`src/mem_defines.svh`:
```
// ==============================
// sizing macros for the memory front end
// byte enables are WORD_W/8 bits wide
// ADDR_W is a byte address, RAM ignores low bits
// RAM_LATENCY must be at least 1
// ==============================
`ifndef MEM_DEFINES_SVH
`define MEM_DEFINES_SVH

// data word width in bits
`define WORD_W 32

// byte address width
`define ADDR_W 32

// default RAM depth in words and completion latency in cycles
`define RAM_DEPTH_WORDS 256
`define RAM_LATENCY 2

`endif

```
`src/mem_pkg.sv`:
```
// ==============================
// shared request/response types
// busy is high except in the one completion cycle
// ren and wen are never both high
// ==============================
`include "mem_defines.svh"

package mem_pkg;

  // data port request, also used on the RAM side
  typedef struct packed {
    logic                    ren;
    logic                    wen;
    logic [`ADDR_W-1:0]      addr;
    logic [`WORD_W-1:0]      wdata;
    logic [`WORD_W/8-1:0]    byte_en;
  } mem_req_t;

  // instruction fetch request, read only
  typedef struct packed {
    logic               ren;
    logic [`ADDR_W-1:0] addr;
  } fetch_req_t;

  // response on every port
  typedef struct packed {
    logic               busy;
    logic [`WORD_W-1:0] rdata;
  } mem_rsp_t;

  // arbiter states, one transfer in flight at most
  typedef enum logic [1:0] {
    ARB_IDLE,
    ARB_DATA,
    ARB_FETCH
  } arb_state_t;

endpackage

```
`src/memory_controller.sv`:
```
// ==============================
// data/fetch arbiter in front of one RAM port
// data has priority, fetch follows a data transfer
// sub-word writes need aligned byte enables
// requests must be held stable while busy is high
// ==============================
`timescale 1ns/1ps

module memory_controller import mem_pkg::*; (
  input  logic       CLK,
  input  logic       nRST,
  input  mem_req_t   i_dreq,
  input  fetch_req_t i_ireq,
  output mem_rsp_t   o_drsp,
  output mem_rsp_t   o_irsp,
  output mem_req_t   o_ram_req,
  input  mem_rsp_t   i_ram_rsp
);

  arb_state_t arb_q;
  arb_state_t arb_d;

  // pending requests on each port
  logic d_pend;
  logic i_pend;

  // RAM finished the current transfer this cycle
  logic xfer_done;

  // store data moved onto the enabled byte lanes
  logic [$bits(i_dreq.wdata)-1:0] wdata_aligned;

  assign d_pend    = i_dreq.ren | i_dreq.wen;
  assign i_pend    = i_ireq.ren;
  assign xfer_done = (arb_q != ARB_IDLE) && !i_ram_rsp.busy;

  // state register
  always_ff @(posedge CLK, negedge nRST) begin
    if (!nRST) begin
      arb_q <= ARB_IDLE;
    end else begin
      arb_q <= arb_d;
    end
  end

  // next state
  always_comb begin
    arb_d = arb_q;
    case (arb_q)
      ARB_IDLE: begin
        // data wins a tie
        if (d_pend) begin
          arb_d = ARB_DATA;
        end else if (i_pend) begin
          arb_d = ARB_FETCH;
        end
      end
      ARB_DATA: begin
        // hand over to a waiting fetch right away
        if (xfer_done) begin
          arb_d = i_pend ? ARB_FETCH : ARB_IDLE;
        end
      end
      ARB_FETCH: begin
        // always back to idle so data gets a turn
        if (xfer_done) begin
          arb_d = ARB_IDLE;
        end
      end
      default: begin
        arb_d = ARB_IDLE;
      end
    endcase
  end

  // lane alignment, data sits in the low bits of wdata
  always_comb begin
    case (i_dreq.byte_en)
      4'b1111, 4'b0001, 4'b0011: wdata_aligned = i_dreq.wdata;
      4'b0010:                   wdata_aligned = i_dreq.wdata << 8;
      4'b0100, 4'b1100:          wdata_aligned = i_dreq.wdata << 16;
      4'b1000:                   wdata_aligned = i_dreq.wdata << 24;
      // unsupported pattern, passed through and caught below
      default:                   wdata_aligned = i_dreq.wdata;
    endcase
  end

  // route the granted port onto the RAM
  always_comb begin
    o_ram_req = '0;
    case (arb_q)
      ARB_DATA: begin
        o_ram_req.ren     = i_dreq.ren;
        o_ram_req.wen     = i_dreq.wen;
        o_ram_req.addr    = i_dreq.addr;
        o_ram_req.wdata   = wdata_aligned;
        o_ram_req.byte_en = i_dreq.byte_en;
      end
      ARB_FETCH: begin
        // fetch is a full-word read
        o_ram_req.ren     = i_ireq.ren;
        o_ram_req.wen     = 1'b0;
        o_ram_req.addr    = i_ireq.addr;
        o_ram_req.byte_en = '1;
      end
      default: begin
        // idle, ren/wen stay low
        o_ram_req = '0;
      end
    endcase
  end

  // busy goes only to the granted port
  // read data fans out to both unshifted
  always_comb begin
    o_drsp.busy  = (arb_q == ARB_DATA) ? i_ram_rsp.busy : 1'b1;
    o_drsp.rdata = i_ram_rsp.rdata;
    o_irsp.busy  = (arb_q == ARB_FETCH) ? i_ram_rsp.busy : 1'b1;
    o_irsp.rdata = i_ram_rsp.rdata;
  end

  // data port never reads and writes at once
  a_dreq_excl: assert property (
    @(posedge CLK) disable iff (!nRST)
    !(i_dreq.ren && i_dreq.wen)
  ) else $error("data port ren and wen both high");

  // only aligned sub-word patterns are supported
  a_byte_en_ok: assert property (
    @(posedge CLK) disable iff (!nRST)
    i_dreq.wen |-> (i_dreq.byte_en inside
      {4'b1111, 4'b0001, 4'b0010, 4'b0100, 4'b1000, 4'b0011, 4'b1100})
  ) else $error("unsupported byte_en %b", i_dreq.byte_en);

  // a transfer state is held until the RAM completes
  a_hold_xfer: assert property (
    @(posedge CLK) disable iff (!nRST)
    ((arb_q != ARB_IDLE) && i_ram_rsp.busy) |=> $stable(arb_q)
  ) else $error("left transfer state while RAM busy");

endmodule

```
`config.mk`:
```
export PLATFORM = sky130hd
export DESIGN_NAME = memory_controller
export DESIGN_NICKNAME = d
export VERILOG_FILES = /design/src/mem_pkg.sv /design/src/memory_controller.sv
export VERILOG_INCLUDE_DIRS = /design/src /design/src/src
export SDC_FILE = /design/constraint.sdc
export NUM_CORES = 1
export LEC_CHECK = 0
export BUFFER_PORTS_ARGS = -buffer_cell sky130_fd_sc_hd__buf_4
export CORE_AREA = 2 2 106 108
export CTS_CLUSTER_DIAMETER = 80
export CTS_CLUSTER_SIZE = 30
export DETAILED_ROUTE_END_ITERATION = 10
export DIE_AREA = 0 0 108 110
export PLACE_DENSITY = 0.63
export SLEW_MARGIN = 20
export SYNTH_ARGS = -nofsm -noshare
export SYNTH_HDL_FRONTEND = slang
export SYNTH_SLANG_ARGS = --single-unit
export TNS_END_PERCENT = 5
```
`constraint.sdc`:
```
create_clock -name CLK -period 1.84 [get_ports CLK]
set_input_delay 0.368 -clock CLK [delete_from_list [all_inputs] [get_ports CLK]]
set_output_delay 0.368 -clock CLK [all_outputs]
set_load 0.02 [all_outputs]
```
* Word-level counts from Yosys, hierarchy flattened *
Cells that the tools add are included.

operators by class
  reduce and logical (&&, ||, !) cells = 6
  eq/ne operators = 9
  mux-type cells = 12
  bitwise gates (word level) = 1

operators by type and width
  operator              count
  $pmux W32 S3          1
  $pmux W34 S2          1
  $mux W32              1
  $mux W2               5
  $eq A4 B4 Y1 const B  2
  $pmux W4 S2           1
  $pmux W2 S3           1
  $eq A4 B2 Y1 const B  1
  $eq A4 B3 Y1 const B  1
  $ne A2 B2 Y1 const B  2
  $ne A3 B3 Y1 const B  1
  $reduce_and A3 Y1     1
  $eq A2 B1 Y1 const B  1
  $eq A2 B2 Y1 const B  1
  $logic_not A2 Y1      1
  $mux W1               2
  $reduce_bool A2 Y1    1
  $reduce_or A2 Y1      1
  $logic_and A1 B1 Y1   1
  $logic_not A1 Y1      1
  $or A1 B1 Y1          1

storage, ports and cells
  bits of input ports = 138
  word-level logic and storage cells = 29
  register bits after elaboration = 2
  output and inout port bits = 136

* Depth between registers and ports, before layout *
  depth after elaboration = 4
  gate-level depth with buffers = 7
  depth with buffers taken out = 5

* Least setup slack after synthesis *
Ideal clock, no wire load.

  path type = register -> output
  start point = reg arb_q[0]
  end point = out o_ram_req[40] (netlist name)
  setup slack = -174 ps
  required time = 1,472 ps
  cell stages (with the launch flop) = 7
  buffers on the path = 2
  arrival = 1,646 ps
  path through = dfrtp_1 -> inv_1 -> ha_1 -> and2_1 -> clkbuf_1 -> clkbuf_1 -> a22o_1

RTL lines
  item                    line                     source
  from (decl)             memory_controller.sv:20  arb_state_t arb_q;
  from (signal assigned)  memory_controller.sv:42  arb_q <= arb_d;
  to (decl)               memory_controller.sv:16  output mem_req_t o_ram_req,

==> flow_summary.yaml <==
power_and_ir_drop:
  p_clk_share_pct: 4.7
  powerDensity_mw_per_mm2: 988
  cellLeakagePower_nw: 1.81
  combPwrFrac_pct: 93.3
  irDropWorstVdd_mv: 0.387
  swShare_pct: 47.9
  power_switching_w: 0.00178
  pwr-share-seq_pct: 2.0
  p_int_w: 0.00193
clocking:
  clock_latency_ps: 210
  cts.sinks: 2
  cts.clk_slew.worst_paths_ps: 30
  cts_root_buf: "clkbuf_8"
  htree_levels: 1
  cts_tree: "built"
  clock_path_buffers: 2
  cts_inserted_buffers: 3
yosys:
  yosysUniqueCellTypes: 36
  synth-seq-cells: 2
  seq_area_frac_synth_pct: 2.39
  syn-cell-area_mm2: 0.00210
  synthCells: 292
  yosysWarnings: 0
  synthesis.nets: 433
  syn-mean-instance-area_um2: 7.18
route:
  antenna_left: 0
  vias_per_cell: 4.87
  wire_per_inst_um: 18.2
  firstDrtPassIters: 4
  drt_iter0_drc: 233
  vias: 2713
  wl_um: 10100
  drc: 0
setup_path:
  worstPathRequired_ps: 1470
  worstSetupPathType: "flip-flop to primary output"
  path_buf_inv: 5
  slowest_stage: "dfrtp_1"
  crit_path_end_kind: "primary output"
  cp_max_fo: 5
  crit_path_start_kind: "flip-flop"
  worst_path_largest_cell_delay_ps: 380
  worstPathArrival_ps: 1650
  cp_top_family: "buffers and inverters"
  cp_cell_sequence: "inv_2 -> buf_6 -> ha_4 -> clkinvlp_4 -> buf_12 -> o211ai_1 -> buf_4"
grt:
  antenna_found_initial: 0
  grt_pass1_vias: 2558
  grt_overflow: 0
  track_usage_pct: 15.2
  grt_pass1_wl_um: 14300
  grt_max_degree: 29
sta:
  finalCritPeriodShare_pct: 110
  final.setup.worst_slack_ps: -178
  finalMaxSlewViolations: 0
  worstMarginPinSlew_ps: 322
  fmax_mhz: 496
  hold_viol: 0
  post-route-min-period_ps: 2020
  rsz0062_at_grt: "true"
  slew_headroom_pct: 78.2
  finalClockSkew_ps: 0.388
  setup_viol: 66
placement:
  io_buffers: 177
  place_congestion: 0.839
  hpwl_um: 7650
  dp_cells: 546
layout:
  layout_commonest_cell: "buf_4"
  nFillCells: 1120
  largestRegisters: "arb_q x2"
  most-common-layout-cells: "buf_4 (161), buf_6 (49), a22o_1 (34), o211ai_1 (24), a21oi_1 (16)"
  final_util_pct: 35.1
  multi_input_area_mm2: 0.00151
  instances_no_fill: 557
  seq_area_um2: 50.0
  syn2layout_area_growth_pct: 79.1
  drive_above_1_share_pct: 59.7
  n_antenna_cell: 0
  top_register: "arb_q"
  layout.nets: 560
  largest_reg_flops: 2
run:
  drv_cap: 0
hold_path:
  hold_path.class: "primary input to flip-flop"
die:
  fp.dieW_um: 108
  io-pin-count: 274
  die_h_um: 110
  num_rows: 38
  start_util_pct: 19.6
  core-area_mm2: 0.0107
  fp.dieArea_mm2: 0.0119
outcome:
  status: "finished, violations left"
  violations: "setup timing"
## power by group through the flow
stage | clock [W] | sequential (W) | combinational (W)
4_1_cts | 0.000181 | 0.0000753 | 0.00335
3_5_place_dp | 0 | 0.0000782 | 0.00284
5_1_grt | 0.000189 | 0.0000785 | 0.00367
6_report | 0.000173 | 0.0000756 | 0.00346
3_3_place_gp | 0 | 0.0000770 | 0.00282
2_1_floorplan | 0 | 0.0000748 | 0.00176
## metal layers
layer | up-vias | wire (um) | GRT usage (%)
li1 | 1291 | - | -
met2 | 95 | 4940 | 23.5
met4 | 0 | 57 | 2.38
met1 | 1317 | 4480 | 22.2
met5 | - | 0 | 0
met3 | 10 | 660 | 3.00
## timing repair
item | in CTS | in global routing
endpoints found under the hold margin | 2 | 0
hold buffers | 1 | 0
pin swaps | 52 | 21
resized for setup | 73 | 13
cloned | 2 | 0
setup endpoints to repair | 69 | 69
buffers inserted | 3 | 2
## path summary, 6_finish.rpt
| check | start | end | slack, ps | depth (start not counted) |
|---|---|---|---|---|
| worst max-delay path | arb_q[1] | o_ram_req[35] | -180 | 7 |
| worst min-delay path | i_dreq[68] | arb_q[1] | 460 | 4 |
| worst max register to register | arb_q[1] | arb_q[0] | 340 | 7 |
| worst min register to register | arb_q[1] | arb_q[1] | 690 | 3 |
| max in group asynchronous | nRST | arb_q[0] | 1240 | 2 |
| min in group asynchronous | nRST | arb_q[1] | 510 | 2 |
## cells in the mapped netlist
master,instances,area [um^2]
a21o_1,4,30.0
a21oi_1,21,105
a22o_1,34,298
a31oi_1,1,6.26
and2_1,6,37.5
and3_1,9,56.3
and3b_1,12,105
buf_1,4,15.0
buf_2,14,70.1
buf_4,65,488
buf_6,2,22.5
clkbuf_1,12,45.0
dfrtp_1,2,50.1
ha_1,3,37.5
inv_1,9,33.8
nand2_1,13,48.8
nand2b_1,2,12.5
nand3b_1,4,30.0
nand4_1,4,25.0
nor2_1,3,11.3
nor2b_1,1,6.26
nor3_1,1,5.00
nor3b_2,1,12.5
nor4b_2,1,15.0
nor4bb_1,12,120
o2111ai_2,4,60.1
o211ai_1,24,180
o21ai_0,6,30.0
o21ai_1,5,25.0
o21ba_2,1,10.0
o221ai_1,4,35.0
o22ai_1,1,6.26
o311a_1,4,40.0
o31ai_1,1,7.51
or2_1,1,6.26
or4b_1,1,10.0
## cell type report
type	instances	area share, %
multi-input cells	184	40.1
flip-flops and latches	2	1.33
well taps	140	4.66
clock buffers	3	1.10
inverters	9	0.999
repair buffers	219	51.8
## stage by stage
| step | area, um^2 | setup slack (ps) | setup TNS [ps] | hold WS (ps) | power, W |
|---|---|---|---|---|---|
| 2_1_floorplan | 2110 | 3.20 | 0 | 72.4 | 0.00183 |
| 3_3_place_gp | 3250 | -272 | -6360 | 153 | 0.00290 |
| 3_5_place_dp | 3250 | -254 | -6410 | 153 | 0.00292 |
| 4_1_cts | 3670 | -164 | -7580 | 455 | 0.00361 |
| 5_1_grt | 3760 | -259 | -11470 | 496 | 0.00394 |
| 6_report | 3760 | -178 | -7270 | 461 | 0.00371 |
## worst min-delay path, delay by kind of cell
family	cells	cell delay, ps
and+or+nand+nor	2	110
buffers and inverters	1	80
AOI/OAI and AO/OA	1	70
## logic make-up (layout without fill, tap and decap cells)
group | Yosys count | count (layout) | synth area share, %
adders and majority gates | 3 | 3 | 1.79
DFF | 2 | 2 | 2.39
buffers and inverters | 106 | 231 | 32.2
AOI/OAI and AO/OA | 110 | 110 | 39.7
and+or+nand+nor | 71 | 71 | 23.9
No activity file was read; power rests on OpenSTA's default activity.
